`src/logic/ccu_mem_settings.svh`:
```
`ifndef CCU_MEM_SETTINGS_SVH
`define CCU_MEM_SETTINGS_SVH

// Width of one data beat on the memory bus
`define CCU_DATA_W 64

// Beats per cache line
`define CCU_LINE_WORDS 4

// Core transaction ID and responder index widths
`define CCU_CORE_ID_W 4
`define CCU_SRC_W 2

// Memory side ID carries the responder index above the core ID
`define CCU_MEM_ID_W (`CCU_CORE_ID_W + `CCU_SRC_W)

// Depth of the snoop data FIFO
`define CCU_CD_DEPTH 2

`define CCU_ADDR_W 32

`endif
```
`src/logic/ccu_mem_pkg.sv`:
```
`include "ccu_mem_settings.svh"

package ccu_mem_pkg;

    // Operations handed over by the control block
    typedef enum logic [1:0] {
        OP_READ,
        OP_WRITE,
        OP_WB_READ,
        OP_WB_WRITE
    } mu_op_e;

    typedef logic [`CCU_ADDR_W-1:0]   addr_t;
    typedef logic [`CCU_DATA_W-1:0]   data_t;
    typedef logic [`CCU_DATA_W/8-1:0] strb_t;
    typedef logic [`CCU_MEM_ID_W-1:0] mem_id_t;
    typedef logic [`CCU_SRC_W-1:0]    src_t;

    // Address beat, shared by AR and AW
    typedef struct packed {
        mem_id_t    id;
        addr_t      addr;
        logic [7:0] len;
        logic [2:0] size;
        // Marks a line writeback issued by this unit
        logic       wb;
    } mem_ax_t;

    typedef struct packed {
        data_t data;
        strb_t strb;
        logic  last;
    } mem_w_t;

    typedef struct packed {
        mem_id_t    id;
        logic [1:0] resp;
    } mem_b_t;

    typedef struct packed {
        mem_id_t    id;
        data_t      data;
        logic [1:0] resp;
        logic       last;
    } mem_r_t;

    // Manager to subordinate direction
    typedef struct packed {
        mem_ax_t aw;
        logic    aw_valid;
        mem_w_t  w;
        logic    w_valid;
        logic    b_ready;
        mem_ax_t ar;
        logic    ar_valid;
        logic    r_ready;
    } mem_req_t;

    // Subordinate to manager direction
    typedef struct packed {
        logic   aw_ready;
        logic   w_ready;
        mem_b_t b;
        logic   b_valid;
        logic   ar_ready;
        mem_r_t r;
        logic   r_valid;
    } mem_resp_t;

endpackage

```
`src/logic/ccu_mem_unit.sv`:
```
module ccu_mem_unit import ccu_mem_pkg::*; (
    input  logic      clk_i,
    input  logic      rst_ni,

    input  logic      cmd_valid_i,
    output logic      cmd_ready_o,
    input  mu_op_e    cmd_op_i,
    input  mem_req_t  cmd_req_i,
    input  src_t      cmd_src_i,

    input  mem_req_t  core_req_i,
    output mem_resp_t core_resp_o,

    output mem_req_t  mem_req_o,
    input  mem_resp_t mem_resp_i,

    input  data_t     cd_data_i,
    input  logic      cd_valid_i,
    output logic      cd_full_o
);

    mem_ax_t iss_ar, iss_aw;
    logic    iss_ar_valid, iss_aw_valid;
    logic    iss_ar_ready, iss_aw_ready;
    logic    wb_pending;
    mem_id_t wb_id;
    mem_w_t  buf_beat;
    logic    buf_valid, buf_ready;

    ccu_mem_ax_issuer u_issuer (
        .clk_i          (clk_i),
        .rst_ni         (rst_ni),
        .cmd_valid_i    (cmd_valid_i),
        .cmd_ready_o    (cmd_ready_o),
        .cmd_op_i       (cmd_op_i),
        .cmd_req_i      (cmd_req_i),
        .cmd_src_i      (cmd_src_i),
        .iss_ar_o       (iss_ar),
        .iss_aw_o       (iss_aw),
        .iss_ar_valid_o (iss_ar_valid),
        .iss_aw_valid_o (iss_aw_valid),
        .iss_ar_ready_i (iss_ar_ready),
        .iss_aw_ready_i (iss_aw_ready),
        .wb_pending_i   (wb_pending),
        .wb_id_i        (wb_id)
    );

    ccu_mem_wb_buffer u_wb_buffer (
        .clk_i       (clk_i),
        .rst_ni      (rst_ni),
        .cd_data_i   (cd_data_i),
        .cd_valid_i  (cd_valid_i),
        .cd_full_o   (cd_full_o),
        .buf_beat_o  (buf_beat),
        .buf_valid_o (buf_valid),
        .buf_ready_i (buf_ready)
    );

    ccu_mem_port_merge u_port_merge (
        .clk_i          (clk_i),
        .rst_ni         (rst_ni),
        .core_req_i     (core_req_i),
        .core_resp_o    (core_resp_o),
        .mem_req_o      (mem_req_o),
        .mem_resp_i     (mem_resp_i),
        .iss_ar_i       (iss_ar),
        .iss_aw_i       (iss_aw),
        .iss_ar_valid_i (iss_ar_valid),
        .iss_aw_valid_i (iss_aw_valid),
        .iss_ar_ready_o (iss_ar_ready),
        .iss_aw_ready_o (iss_aw_ready),
        .buf_beat_i     (buf_beat),
        .buf_valid_i    (buf_valid),
        .buf_ready_o    (buf_ready),
        .wb_pending_o   (wb_pending),
        .wb_id_o        (wb_id)
    );

endmodule

```
`src/logic/ccu_mem_port_merge.sv`:
```
module ccu_mem_port_merge import ccu_mem_pkg::*; (
    input  logic      clk_i,
    input  logic      rst_ni,

    input  mem_req_t  core_req_i,
    output mem_resp_t core_resp_o,

    output mem_req_t  mem_req_o,
    input  mem_resp_t mem_resp_i,

    input  mem_ax_t   iss_ar_i,
    input  mem_ax_t   iss_aw_i,
    input  logic      iss_ar_valid_i,
    input  logic      iss_aw_valid_i,
    output logic      iss_ar_ready_o,
    output logic      iss_aw_ready_o,

    input  mem_w_t    buf_beat_i,
    input  logic      buf_valid_i,
    output logic      buf_ready_o,

    output logic      wb_pending_o,
    output mem_id_t   wb_id_o
);

    typedef enum logic [1:0] {
        W_IDLE,
        W_PASS,
        W_BUF
    } w_state_e;

    w_state_e w_state_q, w_state_d;
    logic     core_owed_q, core_owed_d;
    logic     wb_pending_q;
    mem_id_t  wb_id_q;

    logic aw_open;
    logic aw_hs;
    logic w_hs;
    logic wb_hit;

    // A new AW waits for the W burst in flight, except a core AW behind a buffer line
    assign aw_open = (w_state_q == W_IDLE) ||
                     ((w_state_q == W_BUF) && !iss_aw_i.wb && !core_owed_q);
    assign aw_hs   = iss_aw_valid_i && aw_open && mem_resp_i.aw_ready;
    assign wb_hit  = wb_pending_q && (mem_resp_i.b.id == wb_id_q);

    assign iss_ar_ready_o = mem_resp_i.ar_ready;
    assign iss_aw_ready_o = mem_resp_i.aw_ready && aw_open;

    always_comb begin
        mem_req_o          = '0;
        mem_req_o.ar       = iss_ar_i;
        mem_req_o.ar_valid = iss_ar_valid_i;
        mem_req_o.aw       = iss_aw_i;
        mem_req_o.aw_valid = iss_aw_valid_i && aw_open;
        mem_req_o.r_ready  = core_req_i.r_ready;
        mem_req_o.w        = core_req_i.w;

        core_resp_o         = '0;
        core_resp_o.r       = mem_resp_i.r;
        core_resp_o.r_valid = mem_resp_i.r_valid;
        core_resp_o.b       = mem_resp_i.b;
        buf_ready_o         = 1'b0;

        // Own writeback responses are swallowed here
        if (wb_hit) begin
            mem_req_o.b_ready   = 1'b1;
        end else begin
            mem_req_o.b_ready   = core_req_i.b_ready;
            core_resp_o.b_valid = mem_resp_i.b_valid;
        end

        case (w_state_q)
            W_PASS: begin
                mem_req_o.w_valid   = core_req_i.w_valid;
                core_resp_o.w_ready = mem_resp_i.w_ready;
            end
            W_BUF: begin
                mem_req_o.w       = buf_beat_i;
                mem_req_o.w_valid = buf_valid_i;
                buf_ready_o       = mem_resp_i.w_ready;
            end
            default: ;
        endcase

        w_hs = mem_req_o.w_valid && mem_resp_i.w_ready;

        w_state_d   = w_state_q;
        core_owed_d = core_owed_q;
        case (w_state_q)
            W_IDLE: begin
                if (aw_hs) begin
                    w_state_d = iss_aw_i.wb ? W_BUF : W_PASS;
                end
            end
            W_PASS: begin
                if (w_hs && core_req_i.w.last) begin
                    w_state_d = W_IDLE;
                end
            end
            W_BUF: begin
                if (aw_hs) begin
                    core_owed_d = 1'b1;
                end
                if (w_hs && buf_beat_i.last) begin
                    w_state_d   = (core_owed_q || aw_hs) ? W_PASS : W_IDLE;
                    core_owed_d = 1'b0;
                end
            end
            default: w_state_d = W_IDLE;
        endcase
    end

    always_ff @(posedge clk_i or negedge rst_ni) begin
        if (!rst_ni) begin
            w_state_q    <= W_IDLE;
            core_owed_q  <= 1'b0;
            wb_pending_q <= 1'b0;
            wb_id_q      <= '0;
        end else begin
            w_state_q   <= w_state_d;
            core_owed_q <= core_owed_d;
            if (wb_hit && mem_resp_i.b_valid) begin
                wb_pending_q <= 1'b0;
            end else if (aw_hs && iss_aw_i.wb) begin
                wb_pending_q <= 1'b1;
                wb_id_q      <= iss_aw_i.id;
            end
        end
    end

    assign wb_pending_o = wb_pending_q;
    assign wb_id_o      = wb_id_q;

endmodule

```
`src/logic/ccu_mem_wb_buffer.sv`:
```
`include "ccu_mem_settings.svh"

module ccu_mem_wb_buffer import ccu_mem_pkg::*; (
    input  logic   clk_i,
    input  logic   rst_ni,

    input  data_t  cd_data_i,
    input  logic   cd_valid_i,
    output logic   cd_full_o,

    output mem_w_t buf_beat_o,
    output logic   buf_valid_o,
    input  logic   buf_ready_i
);

    localparam int unsigned DEPTH  = `CCU_CD_DEPTH;
    localparam int unsigned PTR_W  = (DEPTH > 1) ? $clog2(DEPTH) : 1;
    localparam int unsigned CNT_W  = $clog2(DEPTH + 1);
    localparam int unsigned BEAT_W = (`CCU_LINE_WORDS > 1) ? $clog2(`CCU_LINE_WORDS) : 1;

    data_t            fifo_q [DEPTH];
    logic [PTR_W-1:0] wr_ptr_q, rd_ptr_q;
    logic [CNT_W-1:0] count_q;
    logic [BEAT_W-1:0] beat_q;

    logic push, pop;

    assign cd_full_o   = (count_q == CNT_W'(DEPTH));
    assign buf_valid_o = (count_q != '0);
    assign push        = cd_valid_i && !cd_full_o;
    assign pop         = buf_valid_o && buf_ready_i;

    // Registered storage so a pushed word shows up on the next cycle
    always_ff @(posedge clk_i) begin
        if (push) begin
            fifo_q[wr_ptr_q] <= cd_data_i;
        end
    end

    always_ff @(posedge clk_i or negedge rst_ni) begin
        if (!rst_ni) begin
            wr_ptr_q <= '0;
            rd_ptr_q <= '0;
            count_q  <= '0;
        end else begin
            if (push) begin
                wr_ptr_q <= (wr_ptr_q == PTR_W'(DEPTH - 1)) ? '0 : wr_ptr_q + 1'b1;
            end
            if (pop) begin
                rd_ptr_q <= (rd_ptr_q == PTR_W'(DEPTH - 1)) ? '0 : rd_ptr_q + 1'b1;
            end
            if (push && !pop) begin
                count_q <= count_q + 1'b1;
            end else if (pop && !push) begin
                count_q <= count_q - 1'b1;
            end
        end
    end

    // Popped beat position within the current line
    always_ff @(posedge clk_i or negedge rst_ni) begin
        if (!rst_ni) begin
            beat_q <= '0;
        end else if (pop) begin
            beat_q <= buf_beat_o.last ? '0 : beat_q + 1'b1;
        end
    end

    always_comb begin
        buf_beat_o.data = fifo_q[rd_ptr_q];
        buf_beat_o.strb = '1;
        buf_beat_o.last = (beat_q == BEAT_W'(`CCU_LINE_WORDS - 1));
    end

endmodule

```
`src/logic/ccu_mem_ax_issuer.sv`:
```
`include "ccu_mem_settings.svh"

module ccu_mem_ax_issuer import ccu_mem_pkg::*; (
    input  logic     clk_i,
    input  logic     rst_ni,

    input  logic     cmd_valid_i,
    output logic     cmd_ready_o,
    input  mu_op_e   cmd_op_i,
    input  mem_req_t cmd_req_i,
    input  src_t     cmd_src_i,

    output mem_ax_t  iss_ar_o,
    output mem_ax_t  iss_aw_o,
    output logic     iss_ar_valid_o,
    output logic     iss_aw_valid_o,
    input  logic     iss_ar_ready_i,
    input  logic     iss_aw_ready_i,

    input  logic     wb_pending_i,
    input  mem_id_t  wb_id_i
);

    localparam int unsigned LINE_BYTES = `CCU_LINE_WORDS * `CCU_DATA_W / 8;
    localparam int unsigned BEAT_SIZE  = $clog2(`CCU_DATA_W / 8);

    typedef enum logic [1:0] {
        ISS_IDLE,
        ISS_WB_AW,
        ISS_AR,
        ISS_AW
    } iss_phase_e;

    iss_phase_e phase_q, phase_d;
    mu_op_e     op_q;

    mem_ax_t held_ar_q;
    mem_ax_t held_aw_q;
    src_t    held_src_q;

    mem_ax_t wb_base;
    mem_ax_t wb_ax;
    logic    core_aw_hold;
    logic    cmd_hs;

    assign cmd_ready_o = (phase_q == ISS_IDLE);
    assign cmd_hs      = cmd_valid_i && cmd_ready_o;

    // Held copy of the address channels of the command
    always_ff @(posedge clk_i) begin
        if (cmd_hs) begin
            held_ar_q  <= cmd_req_i.ar;
            held_aw_q  <= cmd_req_i.aw;
            held_src_q <= cmd_src_i;
        end
    end

    // Full line writeback derived from the held core request
    always_comb begin
        wb_base      = (op_q == OP_WB_WRITE) ? held_aw_q : held_ar_q;
        wb_ax        = '0;
        wb_ax.id     = {held_src_q, wb_base.id[`CCU_CORE_ID_W-1:0]};
        wb_ax.addr   = wb_base.addr & ~addr_t'(LINE_BYTES - 1);
        wb_ax.len    = 8'(`CCU_LINE_WORDS - 1);
        wb_ax.size   = 3'(BEAT_SIZE);
        wb_ax.wb     = 1'b1;
    end

    // Core write must not overtake a writeback with the same ID
    assign core_aw_hold = wb_pending_i && (wb_id_i == held_aw_q.id);

    always_comb begin
        iss_ar_o       = held_ar_q;
        iss_ar_valid_o = (phase_q == ISS_AR);
        iss_aw_o       = (phase_q == ISS_WB_AW) ? wb_ax : held_aw_q;
        iss_aw_valid_o = ((phase_q == ISS_WB_AW) && !wb_pending_i) ||
                         ((phase_q == ISS_AW) && !core_aw_hold);
    end

    always_comb begin
        phase_d = phase_q;
        case (phase_q)
            ISS_IDLE: begin
                if (cmd_valid_i) begin
                    case (cmd_op_i)
                        OP_READ:  phase_d = ISS_AR;
                        OP_WRITE: phase_d = ISS_AW;
                        default:  phase_d = ISS_WB_AW;
                    endcase
                end
            end
            ISS_WB_AW: begin
                if (iss_aw_valid_o && iss_aw_ready_i) begin
                    phase_d = (op_q == OP_WB_WRITE) ? ISS_AW : ISS_AR;
                end
            end
            ISS_AR: begin
                if (iss_ar_ready_i) begin
                    phase_d = ISS_IDLE;
                end
            end
            ISS_AW: begin
                if (iss_aw_valid_o && iss_aw_ready_i) begin
                    phase_d = ISS_IDLE;
                end
            end
            default: phase_d = ISS_IDLE;
        endcase
    end

    always_ff @(posedge clk_i or negedge rst_ni) begin
        if (!rst_ni) begin
            phase_q <= ISS_IDLE;
            op_q    <= OP_READ;
        end else begin
            phase_q <= phase_d;
            if (cmd_hs) begin
                op_q <= cmd_op_i;
            end
        end
    end

endmodule

```
`config.mk`:
```
export PLATFORM = sky130hd
export DESIGN_NAME = ccu_mem_unit
export DESIGN_NICKNAME = d
export VERILOG_FILES = /design/src/logic/ccu_mem_pkg.sv /design/src/logic/ccu_mem_unit.sv /design/src/logic/ccu_mem_port_merge.sv /design/src/logic/ccu_mem_wb_buffer.sv /design/src/logic/ccu_mem_ax_issuer.sv
export VERILOG_INCLUDE_DIRS = /design/src /design/src/logic
export SDC_FILE = /design/constraint.sdc
export NUM_CORES = 1
export LEC_CHECK = 0
export BUFFER_PORTS_ARGS = -buffer_cell sky130_fd_sc_hd__buf_2
export CELL_PAD_IN_SITES_DETAIL_PLACEMENT = 1
export CELL_PAD_IN_SITES_GLOBAL_PLACEMENT = 2
export CORE_AREA = 2 2 304 306
export DETAILED_ROUTE_END_ITERATION = 8
export DIE_AREA = 0 0 306 308
export PLACE_DENSITY_LB_ADDON = 0.1
export SYNTH_ARGS = -nofsm -noshare
export SYNTH_HDL_FRONTEND = slang
export SYNTH_SLANG_ARGS = --single-unit
```
`constraint.sdc`:
```
create_clock -name clk_i -period 5.3 [get_ports clk_i]
set_input_delay 1.06 -clock clk_i [delete_from_list [all_inputs] [get_ports clk_i]]
set_output_delay 1.06 -clock clk_i [all_outputs]
set_load 0.02 [all_outputs]
```
==> run summary, run 1 <==
OUTCOME
--------------------------------------------------------------------------------------
Result of the run                                                         complete, no violations

DETAILED ROUTING
--------------------------------------------------------------------------------------
Antenna-violating nets left                                                          0
Average vias per placed instance                                                 3.093
Starting DRC count in detailed routing                                             230
Detail-routed net length per standard cell                                    17.85 um
Routed wire length                                                            41400 um
Remaining routing DRC violations                                                     0
Vias post-DR                                                                      7172
Pre-Repair DR Iteration Count                                                        4

CRITICAL PATH
--------------------------------------------------------------------------------------
Worst endpoint data arrival time                                               2.65 ns
Critical Path Sink Type                                                   primary output
Worst Setup Path Type                                                     flip-flop to primary output
Slowest stage delay, CP                                                        0.61 ns
Worst setup SP type                                                          flip-flop
Cell Chain, Critical Path                                                 inv_1 > ha_4 > and4bb_1 > o211ai_1 > a31oi_1 > buf_2
Max Fanout on Critical Path                                                         58
Worst EP required                                                              4.24 ns
Worst-path cell with the longest stage delay                                      ha_4

LOGIC SYNTHESIS
--------------------------------------------------------------------------------------
EDFF count, synth                                                                  230
Distinct cell type count of the synthesized netlist                                 41
Top area cells in the synthesized netlist                                 edfxtp_1 (65%), buf_4 (6.1%), mux2i_1 (6.1%), dfrtp_1 (4.7%), mux2_2 (3.7%)
Register area share after synthesis                                             0.6951
Post-synthesis async set-or-reset flop share                                   0.08000
Post-synth top area cell                                                      edfxtp_1
Warnings from Yosys                                                                  0
Yosys top cell area share                                                       0.6481
Number of flip-flops and latches in the synthesized netlist                        250
Mapped Cells                                                                       717
Total standard cell area after synthesis                                  0.01066 mm^2
Predominant post-synthesis flop cell                                          edfxtp_1
Synthesized area per cell                                                   14.86 um^2

DIE
--------------------------------------------------------------------------------------
Number of I/O pins                                                                 780
Chip height                                                                     308 um
Initial standard-cell utilization of the core                                   0.1171
Area enclosed by the die boundary                                         0.09425 mm^2
Width of the die                                                                306 um
Core area                                                                 0.09097 mm^2
Standard-cell rows                                                                 111

PLACE
--------------------------------------------------------------------------------------
PortBufs                                                                           443
Final Wtd Congestion                                                            0.6884
Cell area after placement                                                 0.01376 mm^2
Post-detailed-placement half-perimeter wirelength                             31240 um

PWR
--------------------------------------------------------------------------------------
Overall power consumption                                                     8.074 mW
Maximum vdd ir drop                                                           191.1 uV
Leakage                                                                       5.943 nW
Pwr/cell area                                                             540.6 mW/mm^2

TIMING
--------------------------------------------------------------------------------------
Measured slew at the worst slew-check pin                                    0.8101 ns
Part of the cycle the worst path needs                                          0.7001
Maximum clock skew at final layout                                          0.02064 ns
Worst rel slew slack                                                            0.4600
Min cycle time layout                                                         3.710 ns
Total negative slack                                                              0 ns
Unrepaired setup endpoints after global routing                                  false
Final worst hold slack                                                       0.5045 ns
Setup-violating endpoint count in the final report                                   0
Maximum clock frequency                                                      269.5 MHz
Number of max-slew violations in the final report                                    0
Number of hold violations in the final report                                        0

CLOCK TREE
--------------------------------------------------------------------------------------
Number of sinks handled by clock tree synthesis                                    250
Post-CTS setup buffer count                                                          0
Clock tree from TritonCTS                                                         done
Buffer depth of the longest clock path                                               3
Deepest level of the CTS H-tree                                                      2
Number of hold buffers added after CTS                                               0
Clock latency on the worst-skew pair                                           0.55 ns
Root cell of the clock tree                                                  clkbuf_16
TritonCTS buffer count                                                              36
Clock slew at the register clock pins of the worst setup and hold paths        0.05 ns
Number of resized instances in the post-cts repair step                              0

LAYOUT
--------------------------------------------------------------------------------------
Cell area after layout                                                    0.01494 mm^2
Synth-to-Final Area Change                                                      40.17%
Fill cell total of the finished layout                                           10340
Most frequent standard cell in the layout excluding fill and tap cells           buf_2
Share of post-route cells with drive strength above 1                           0.5018
Area of the multi-input gates                                             0.002480 mm^2
Most frequent cells in the layout                                         buf_2 (443), edfxtp_1 (230), nor2_1 (71)
Seq. cell area                                                            0.007411 mm^2
Number of nets at the end of the flow                                             1617

GRT
--------------------------------------------------------------------------------------
GRT Residual Overflow                                                                0
Wire length of the first global-routing pass                                  57520 um
Antenna violations before repair                                                    25
Pin count of the biggest net entering global routing                                60
Number of global-route vias before repair                                         8038
Total routing resource utilization after global routing                        0.08470

JOB
--------------------------------------------------------------------------------------
Number of maximum-capacitance constraint violations                                  0

MIN PATH
--------------------------------------------------------------------------------------
Path category of the worst min-delay check                                flip-flop to flip-flop

==> stage by stage <==
stage	setup WS, ns	util	cells
detailed placement	2.032	0.1513	2246
finish	1.590	0.1642	2319
floorplan	0.1064	-	718
CTS	1.424	0.1640	2312
global route	1.384	0.1640	2313
global placement	2.034	0.1513	2246
==> area by class of cell <==
| type | count | share of cell area |
|---|---|---|
| Antenna cell | 7 | 0.001173 |
| Timing Repair Buffer | 458 | 0.1576 |
| Multi-Input combinational cell | 344 | 0.1660 |
| Inverter | 8 | 0.002010 |
| Clock buffer | 48 | 0.06475 |
| Tap cell | 1186 | 0.09935 |
| Sequential cell | 250 | 0.4961 |
| Clock inverter | 18 | 0.01290 |
==> cells in the mapped netlist (2+ instances only) <==
library cell  instances
edfxtp_1            230
buf_4                87
nor2_1               72
a21oi_1              68
mux2i_1              65
mux2_2               35
dfrtp_1              20
clkbuf_1             18
and2_1               14
nand2_1              13
xor2_1               10
or2_2                 9
inv_1                 8
buf_2                 7
nand2b_1              7
xnor2_1               7
mux2_4                6
ha_1                  5
buf_1                 4
a21o_1                3
a31oi_1               3
o211ai_1              3
and3_1                2
nor2b_1               2
nor3_1                2
o21ai_0               2
==> routing by layer <==
metal,wire [um],up-vias,global-route usage
met3,5872,134,0.05559
met1,15390,3317,0.08778
met4,1625,22,0.03586
met5,141,-,0
met2,18370,388,0.1345
li1,-,3311,-
==> logic make-up (layout without fill, tap and decap cells) <==
kind of cell	count (synthesis)	count (layout)	share of synthesized area
buffers and inverters	124	532	0.07514
other	1	9	0.0003519
DFF	250	250	0.6951
AOI/OAI and AO/OA	87	87	0.04814
xor gates and xnor gates	17	17	0.01397
muxes	106	106	0.1065
and+or+nand+nor	127	127	0.05495
adders and majority gates	5	5	0.005871
==> flip-flops by register name, summed over array words and instances (netlist names) <==
name and count:
u_issuer.op_q 2, u_wb_buffer.wr_ptr_q 1, u_wb_buffer.beat_q 2, u_issuer.held_src_q 2, u_port_merge.wb_id_o 6, u_issuer.phase_q 2
u_port_merge.w_state_q 2, u_issuer.held_aw_q 50, u_wb_buffer.fifo_q 128, u_port_merge.wb_pending_o 1, u_port_merge.core_owed_q 1, u_issuer.iss_ar_o 50
u_wb_buffer.rd_ptr_q 1, u_wb_buffer.count_q 2
==> worst max-delay path: cells and delay by family (launching register included) <==
family,cells,cell delay [ns]
compound gates,2,0.39
fa+ha+maj,1,0.61
buf+inv,2,0.37
flops,1,0.38
simple gates,1,0.36
==> power by group <==
group | switching (mW) | total, mW | internal, mW
clock | 0.939 | 2.42 | 1.48
combinational | 1.76 | 2.73 | 0.976
sequential | 0.256 | 2.92 | 2.67
total | 2.95 | 8.07 | 5.12
==> final timing paths <==
| check | startpoint | to | slack, ns | cells past startpoint |
|---|---|---|---|---|
| min in group asynchronous | rst_ni | u_port_merge.wb_id_o[2]$_DFFE_PN0P_ | 0.52 | 1 |
| min reg2reg | u_issuer.op_q[0]$_DFFE_PN0P_ | u_issuer.op_q[0]$_DFFE_PN0P_ | 0.50 | 1 |
| min | u_issuer.op_q[0]$_DFFE_PN0P_ | u_issuer.op_q[0]$_DFFE_PN0P_ | 0.50 | 1 |
| max reg2reg | u_port_merge.w_state_q[0]$_DFFE_PN0P_ | u_port_merge.wb_id_o[3]$_DFFE_PN0P_ | 2.55 | 7 |
| max in group asynchronous | rst_ni | u_wb_buffer.rd_ptr_q$_DFFE_PN0P_ | 4.35 | 1 |
| max | u_port_merge.w_state_q[0]$_DFFE_PN0P_ | mem_req_o[127] | 1.59 | 6 |
No activity file was read; power rests on OpenSTA's default activity.
==> run 2, diff against run 1 <==
--- a/config.mk
+++ b/config.mk
@@ -6,12 +6,13 @@
 export SDC_FILE = /design/constraint.sdc
 export NUM_CORES = 1
 export LEC_CHECK = 0
+export ABC_AREA = 1
 export BUFFER_PORTS_ARGS = -buffer_cell sky130_fd_sc_hd__buf_2
 export CELL_PAD_IN_SITES_DETAIL_PLACEMENT = 1
 export CELL_PAD_IN_SITES_GLOBAL_PLACEMENT = 2
-export CORE_AREA = 2 2 304 306
+export CORE_AREA = 2 2 307 309
 export DETAILED_ROUTE_END_ITERATION = 8
-export DIE_AREA = 0 0 306 308
+export DIE_AREA = 0 0 309 311
 export PLACE_DENSITY_LB_ADDON = 0.1
 export SYNTH_ARGS = -nofsm -noshare
 export SYNTH_HDL_FRONTEND = slang
==> constraint.sdc (replaced) <==
create_clock -name clk_i -period 3.1 [get_ports clk_i]
set_input_delay 0.62 -clock clk_i [delete_from_list [all_inputs] [get_ports clk_i]]
set_output_delay 0.62 -clock clk_i [all_outputs]
set_load 0.02 [all_outputs]
==> run 2 against run 1 <==
Effect of this change: worst setup slack got worse by 1.4 ns; register-to-register slack got worse by 1.6 ns; hold slack got worse by 0.40 ns; via count increased by 12%; clock power increased by 65%; sequential cell count unchanged; final cell count increased by 9.8%; critical path depth unchanged; die area increased by 2.0%; routed wire length increased by 9.0%; utilization decreased by 0.083 points; largest cell class unchanged.
==> run summary, run 2 <==
OUTCOME
--------------------------------------------------------------------------------------
Result of the run                                                         complete, no violations

DIE
--------------------------------------------------------------------------------------
Standard-cell rows                                                                 112
Area enclosed by the die boundary                                         0.09610 mm^2
Chip height                                                                     311 um
Number of I/O pins                                                                 780
Width of the die                                                                309 um
Initial standard-cell utilization of the core                                   0.1153
Core area                                                                 0.09277 mm^2

LOGIC SYNTHESIS
--------------------------------------------------------------------------------------
Distinct cell type count of the synthesized netlist                                 32
Register area share after synthesis                                             0.6923
Most numerous cell in the Yosys netlist                                       edfxtp_1
Synthesized area per cell                                                   12.23 um^2
Adder-cell share of the synthesized area                                      0.005847
Post-synthesis async set-or-reset flop share                                   0.08000
Number of flip-flops and latches in the synthesized netlist                        250
EDFF count, synth                                                                  230
Share of synthesized area spent on multiplexers                                0.02842
Total standard cell area after synthesis                                  0.01070 mm^2
Fraction of synthesized cell area in xor and xnor cells                       0.002456
Simple-gate share of the synthesized area                                      0.09812
Mapped Cells                                                                       875
Predominant post-synthesis flop cell                                          edfxtp_1
Post-synth top area cell                                                      edfxtp_1
Top area cells in the synthesized netlist                                 edfxtp_1 (65%), o21ai_0 (6.7%), buf_4 (6.0%), dfrtp_1 (4.7%), nand2_1 (4.5%)
Yosys top cell area share                                                       0.6455
Most numerous cell types in the synthesized netlist                       edfxtp_1 (230), o21ai_0 (144), nand2_1 (127), nor2_1 (92), buf_4 (86)
Warnings from Yosys                                                                  0
Compound-Gate Fraction of Synth Area                                           0.08011
Main combinational cell family by area after synthesis                    simple AND/OR/NAND/NOR gates

PLACE
--------------------------------------------------------------------------------------
Final Wtd Congestion                                                            0.6604
Post-detailed-placement half-perimeter wirelength                             32600 um
Cell count after placement                                                        2474
Cell area after placement                                                 0.01403 mm^2
PortBufs                                                                           443
Pre-CTS setup slack                                                          0.5978 ns

GRT
--------------------------------------------------------------------------------------
Pin count of the biggest net entering global routing                                82
Number of global-route vias before repair                                         9022
Total routing resource utilization after global routing                        0.09047
Wire length of the first global-routing pass                                  63200 um
Antenna violations before repair                                                    27
GRT Residual Overflow                                                                0

CRITICAL PATH
--------------------------------------------------------------------------------------
Timing startpoint of the critical path                                    u_issuer.phase_q[0]$_DFFE_PN0P_
Worst Setup Path Type                                                     flip-flop to primary output
Worst reg2reg path endpoint                                               u_wb_buffer.count_q[1]$_DFFE_PN0P_
Max Fanout on Critical Path                                                         35
Slowest stage delay, CP                                                        0.45 ns
Worst-path cell with the longest stage delay                                   dfrtp_1
Worst reg2reg startpoint                                                  u_port_merge.w_state_q[0]$_DFFE_PN0P_
Worst setup SP type                                                          flip-flop
Reg2Reg Depth                                                                        8
Worst endpoint data arrival time                                               2.25 ns
Critical Path Sink Type                                                   primary output
Cell Chain, Critical Path                                                 inv_2 > nor2_4 > nand2_2 > buf_12 > a21oi_1 > buf_2
Worst EP required                                                              2.48 ns
Internal reg-to-reg setup slack                                                0.91 ns
Crit path capture                                                         mem_req_o[174]

TIMING
--------------------------------------------------------------------------------------
Worst rel slew slack                                                            0.4299
Maximum clock skew at final layout                                          0.01360 ns
Part of the cycle the worst path needs                                          0.9255
Unrepaired setup endpoints after global routing                                  false
Measured slew at the worst slew-check pin                                    0.8462 ns
Number of hold violations in the final report                                        0
Min cycle time layout                                                         2.869 ns
Final worst-path setup slack                                                 0.2310 ns
Number of max-slew violations in the final report                                    0
Total negative slack                                                              0 ns
Maximum clock frequency                                                      348.6 MHz
Setup-violating endpoint count in the final report                                   0

PWR
--------------------------------------------------------------------------------------
NetSw                                                                         5.737 mW
Sequential cell fraction of total power                                          0.335
Leakage                                                                       6.038 nW
Overall power consumption                                                     14.37 mW
Gate power share                                                                 0.387
Maximum vdd ir drop                                                           410.9 uV
Fraction of power spent switching nets                                          0.3992
Internal Pwr Total                                                            8.635 mW
Clock share of power                                                             0.278
Pwr/cell area                                                             948.2 mW/mm^2

DETAILED ROUTING
--------------------------------------------------------------------------------------
Average vias per placed instance                                                 3.151
Remaining routing DRC violations                                                     0
Antenna-violating nets left                                                          0
Vias post-DR                                                                      8023
Pre-Repair DR Iteration Count                                                        4
Detail-routed net length per standard cell                                    17.73 um
Routed wire length                                                            45140 um
Starting DRC count in detailed routing                                             269

CLOCK TREE
--------------------------------------------------------------------------------------
TritonCTS buffer count                                                              38
Clock slew at the register clock pins of the worst setup and hold paths        0.06 ns
Root cell of the clock tree                                                  clkbuf_16
Buffer depth of the longest clock path                                               3
Clock tree from TritonCTS                                                         done
Number of sinks handled by clock tree synthesis                                    250
Clock latency on the worst-skew pair                                           0.54 ns
Deepest level of the CTS H-tree                                                      2

JOB
--------------------------------------------------------------------------------------
Number of maximum-capacitance constraint violations                                  0

LAYOUT
--------------------------------------------------------------------------------------
Most frequent standard cell in the layout excluding fill and tap cells           buf_2
Fill cell total of the finished layout                                           10790
Synth-to-Final Area Change                                                      41.66%
Cell area after layout                                                    0.01516 mm^2
Most frequent cells in the layout                                         buf_2 (443), edfxtp_1 (230), o21ai_0 (144)
Share of post-route cells with drive strength above 1                           0.4502
Number of non-filler instances in the completed layout                            2546
Register with the highest flop count                                      u_wb_buffer.fifo_q
Largest register FFs                                                               128
Number of nets at the end of the flow                                             1779

MIN PATH
--------------------------------------------------------------------------------------
Path category of the worst min-delay check                                primary input to asynchronous set/reset pin

==> run 2: cell types whose count changed in the layout (fill, tap and decap cells not counted), moves of 19 or more <==
cell | before | now
o21ai_0 | 2 | 144
nand2_1 | 13 | 127
mux2i_1 | 65 | 0
a21oi_1 | 68 | 6
inv_1 | 8 | 44
nor2_1 | 71 | 90
==> run 2: layout make-up <==
class / count / area (um^2) / area share
antenna: 6 / 15.01 / 0.0009907
clock buffer: 53 / 1028 / 0.06786
clock inverter: 13 / 82.58 / 0.005449
inverter: 51 / 195.2 / 0.01288
multi-input combinational: 454 / 2335 / 0.1540
sequential: 250 / 7411 / 0.4890
tap: 1254 / 1569 / 0.1035
timing repair buffer: 465 / 2520 / 0.1663
==> run 2: worst min-delay path by stage <==
stage	from	endpoint	cells past startpoint
6_report	rst_ni	u_port_merge.wb_id_o[3]$_DFFE_PN0P_	1
5_1_grt	rst_ni	u_issuer.op_q[1]$_DFFE_PN0P_	1
4_1_cts	rst_ni	u_port_merge.wb_id_o[3]$_DFFE_PN0P_	1
3_5_place_dp	u_wb_buffer.beat_q[1]$_DFFE_PN0P_	u_wb_buffer.beat_q[1]$_DFFE_PN0P_	2
3_3_place_gp	u_wb_buffer.beat_q[1]$_DFFE_PN0P_	u_wb_buffer.beat_q[1]$_DFFE_PN0P_	2
2_1_floorplan	rst_ni	u_issuer.op_q[0]$_DFFE_PN0P_	0
==> run 2: stage by stage <==
step / utilization / hold WS, ns
detailed placement: 0.1512 / 0.4845
floorplan: - / 0.3244
global route: 0.1633 / 0.09788
global placement: 0.1512 / 0.4845
finish: 0.1634 / 0.1041
CTS: 0.1632 / 0.1027
==> run 2: worst max-delay path, delay by kind of cell, from the launching register on <==
family / cells / cell delay, ns
simple gates: 2 / 0.39
flops: 1 / 0.45
buf+inv: 3 / 0.54
compound gates: 1 / 0.27
==> run 2: logic make-up (layout without fill, tap and decap cells) <==
| group | Yosys count | after routing |
|---|---|---|
| AND/OR/NAND/NOR | 253 | 253 |
| flip-flops | 250 | 250 |
| buffers and inverters | 172 | 582 |
| AO/OA/AOI/OAI | 164 | 164 |
| multiplexers | 27 | 27 |
| adder cells (fa/ha/maj) | 5 | 5 |
| XOR/XNOR | 3 | 3 |
| other | 1 | 8 |
==> run 2: layer usage <==
layer	GRT usage	wire, um
met5	0	285
met4	0.02405	1047
met3	0.06198	6651
met2	0.1480	20420
met1	0.09341	16740
==> run 2: power by group through the flow <==
stage          combinational [mW]  clock (mW)  sequential (mW)
6_report                     5.56        4.00             4.81
4_1_cts                      5.89        4.25             4.84
3_3_place_gp                 5.92           0             4.89
2_1_floorplan                3.25           0             4.89
5_1_grt                      6.24        4.37             4.90
3_5_place_dp                 5.87           0             4.90
==> run 2: what timing repair did <==
item	4_1_cts	5_1_grt
pin swaps	0	1
resized for setup	1	0
hold buffers	0	0
endpoints found under the setup margin	2	2
setup buffers	0	0
==> run 3, diff against run 2 <==
==> constraint.sdc (replaced) <==
create_clock -name clk_i -period 3.6 [get_ports clk_i]
set_input_delay 0.72 -clock clk_i [delete_from_list [all_inputs] [get_ports clk_i]]
set_output_delay 0.72 -clock clk_i [all_outputs]
set_load 0.02 [all_outputs]
==> run 3 against run 2 <==
Effect of this change: worst setup slack improved by 0.28 ns; utilization decreased by 0.053 points; critical endpoint is now mem_req_o[73]; hold slack improved by 0.084 ns; sequential power decreased by 14%; largest cell class unchanged; critical path depth increased by 1; sequential share of layout area increased by 0.14 points; design area decreased by 0.32%.
==> run summary, run 3 (same netlist as run 2, synthesis figures left out) <==
OUTCOME
--------------------------------------------------------------------------------------
Result of the run                                                         complete, no violations

DIE
--------------------------------------------------------------------------------------
Core area                                                                 0.09277 mm^2
Initial standard-cell utilization of the core                                   0.1153
Width of the die                                                                309 um
Number of I/O pins                                                                 780
Standard-cell rows                                                                 112
Chip height                                                                     311 um
Area enclosed by the die boundary                                         0.09610 mm^2

DETAILED ROUTING
--------------------------------------------------------------------------------------
Starting DRC count in detailed routing                                             194
Antenna-violating nets left                                                          0
Routed wire length                                                            46180 um
Vias post-DR                                                                      8043
Average vias per placed instance                                                 3.162
Remaining routing DRC violations                                                     0
Pre-Repair DR Iteration Count                                                        4
Detail-routed net length per standard cell                                    18.15 um

MIN PATH
--------------------------------------------------------------------------------------
Path category of the worst min-delay check                                primary input to asynchronous set/reset pin

GRT
--------------------------------------------------------------------------------------
Number of global-route vias before repair                                         8922
Antenna violations before repair                                                    34
Total routing resource utilization after global routing                        0.09301
GRT Residual Overflow                                                                0
Wire length of the first global-routing pass                                  64610 um
Pin count of the biggest net entering global routing                                65

CRITICAL PATH
--------------------------------------------------------------------------------------
Worst reg2reg startpoint                                                  u_port_merge.w_state_q[0]$_DFFE_PN0P_
Reg2Reg Depth                                                                        8
Worst endpoint data arrival time                                               2.37 ns
Worst setup SP type                                                          flip-flop
Worst Setup Path Type                                                     flip-flop to primary output
Timing startpoint of the critical path                                    u_port_merge.w_state_q[0]$_DFFE_PN0P_
Crit path capture                                                         mem_req_o[73]
Worst reg2reg path endpoint                                               u_wb_buffer.count_q[1]$_DFFE_PN0P_
Internal reg-to-reg setup slack                                                1.32 ns
Max Fanout on Critical Path                                                         64
Worst EP required                                                              2.88 ns
Critical Path Sink Type                                                   primary output

LAYOUT
--------------------------------------------------------------------------------------
Number of nets at the end of the flow                                             1773
Share of post-route cells with drive strength above 1                           0.4501
Area of the multi-input gates                                             0.002335 mm^2
Number of non-filler instances in the completed layout                            2544
Util after Layout                                                               0.1628
Fill cell total of the finished layout                                           10780
Seq. cell area                                                            0.007408 mm^2
Most frequent standard cell in the layout excluding fill and tap cells           buf_2
Synth-to-Final Area Change                                                      41.20%
Most frequent cells in the layout                                         buf_2 (443), edfxtp_1 (230), o21ai_0 (144)
Register with the highest flop count                                      u_wb_buffer.fifo_q
Largest register FFs                                                               128

TIMING
--------------------------------------------------------------------------------------
Measured slew at the worst slew-check pin                                    0.9439 ns
Worst rel slew slack                                                            0.3641
Maximum clock skew at final layout                                          0.02654 ns
Part of the cycle the worst path needs                                          0.8575
Number of max-slew violations in the final report                                    0
Setup-violating endpoint count in the final report                                   0
Total negative slack                                                              0 ns
Number of hold violations in the final report                                        0
Final worst hold slack                                                       0.1883 ns
Min cycle time layout                                                         3.087 ns
Unrepaired setup endpoints after global routing                                  false
Maximum clock frequency                                                      323.9 MHz

CLOCK TREE
--------------------------------------------------------------------------------------
Clock slew at the register clock pins of the worst setup and hold paths        0.06 ns
Clock tree from TritonCTS                                                         done
Number of sinks handled by clock tree synthesis                                    250
Buffer depth of the longest clock path                                               3
Deepest level of the CTS H-tree                                                      2
Clock latency on the worst-skew pair                                           0.54 ns
Root cell of the clock tree                                                  clkbuf_16
TritonCTS buffer count                                                              38
Number of hold buffers added after CTS                                               0

PWR
--------------------------------------------------------------------------------------
Leakage                                                                       6.021 nW
Pwr/cell area                                                             817.0 mW/mm^2
Maximum vdd ir drop                                                           381.5 uV
Overall power consumption                                                     12.34 mW

PLACE
--------------------------------------------------------------------------------------
Cell count after placement                                                        2468
Final Wtd Congestion                                                            0.6697
Post-detailed-placement half-perimeter wirelength                             33450 um
PortBufs                                                                           443

JOB
--------------------------------------------------------------------------------------
Number of maximum-capacitance constraint violations                                  0

==> run 3: cell count changes in the layout (fill, tap and decap cells not counted), sizes merged <==
cell,change
buf,-6
clkinv,+5
clkbuf,-3
diode,+2
clkinvlp,-1
inv,+1
==> run 3: power breakdown <==
part           internal (mW)  leakage [nW]  switching, mW  total (mW)
sequential              3.89          2.36          0.249        4.14
combinational           1.43          3.11           3.34        4.77
clock                   2.05         0.552           1.39        3.44
total                   7.37          6.02           4.98        12.3
==> run 3: layout make-up <==
class | instances | share of cell area
clock inverter | 18 | 0.007288
sequential | 250 | 0.4904
clock buffer | 50 | 0.06734
antenna | 8 | 0.001325
tap | 1254 | 0.1039
multi-input combinational | 454 | 0.1545
timing repair buffer | 459 | 0.1624
inverter | 51 | 0.01284
==> run 3: worst max-delay path, stage by stage, from the launching register on <==
cell and delay, ns:
dfrtp_1 0.38, inv_1 0.10, ha_4 0.22, inv_2 0.06, buf_6 0.51, nand2_1 0.09, o21ai_0 0.14, buf_2 0.24
==> run 3: repair_timing <==
| action | CTS | global route |
|---|---|---|
| setup endpoints to repair | 0 | 8 |
| hold endpoints to repair | 0 | 0 |
| buffers inserted | 0 | 0 |
| resized for setup | 0 | 1 |
==> run 3: layer usage <==
metal	global-route usage	routed length, um
met5	0	344
met2	0.1485	20400
met3	0.06157	6462
met1	0.1006	17930
met4	0.02438	1048
==> run 3: worst min-delay path by stage <==
stage / startpoint / end / slack [ns] / cells after the start
after floorplan: rst_ni / u_issuer.op_q[0]$_DFFE_PN0P_ / 0.42 / 0
after detailed placement: u_wb_buffer.beat_q[1]$_DFFE_PN0P_ / u_wb_buffer.beat_q[1]$_DFFE_PN0P_ / 0.49 / 2
after global routing: rst_ni / u_issuer.phase_q[1]$_DFFE_PN0P_ / 0.19 / 1
after global placement: u_wb_buffer.beat_q[1]$_DFFE_PN0P_ / u_wb_buffer.beat_q[1]$_DFFE_PN0P_ / 0.48 / 2
final: rst_ni / u_issuer.phase_q[0]$_DFFE_PN0P_ / 0.19 / 1
after CTS: rst_ni / u_issuer.phase_q[0]$_DFFE_PN0P_ / 0.17 / 1
==> run 3: metrics by stage <==
stage / instance area (um^2) / worst slack [ns]
final: 15110 / 0.5131
after global routing: 15090 / 0.1838
after floorplan: 10710 / 0.1605
after detailed placement: 13960 / 0.6670
after global placement: 13960 / 0.6703
after CTS: 15080 / 0.05048
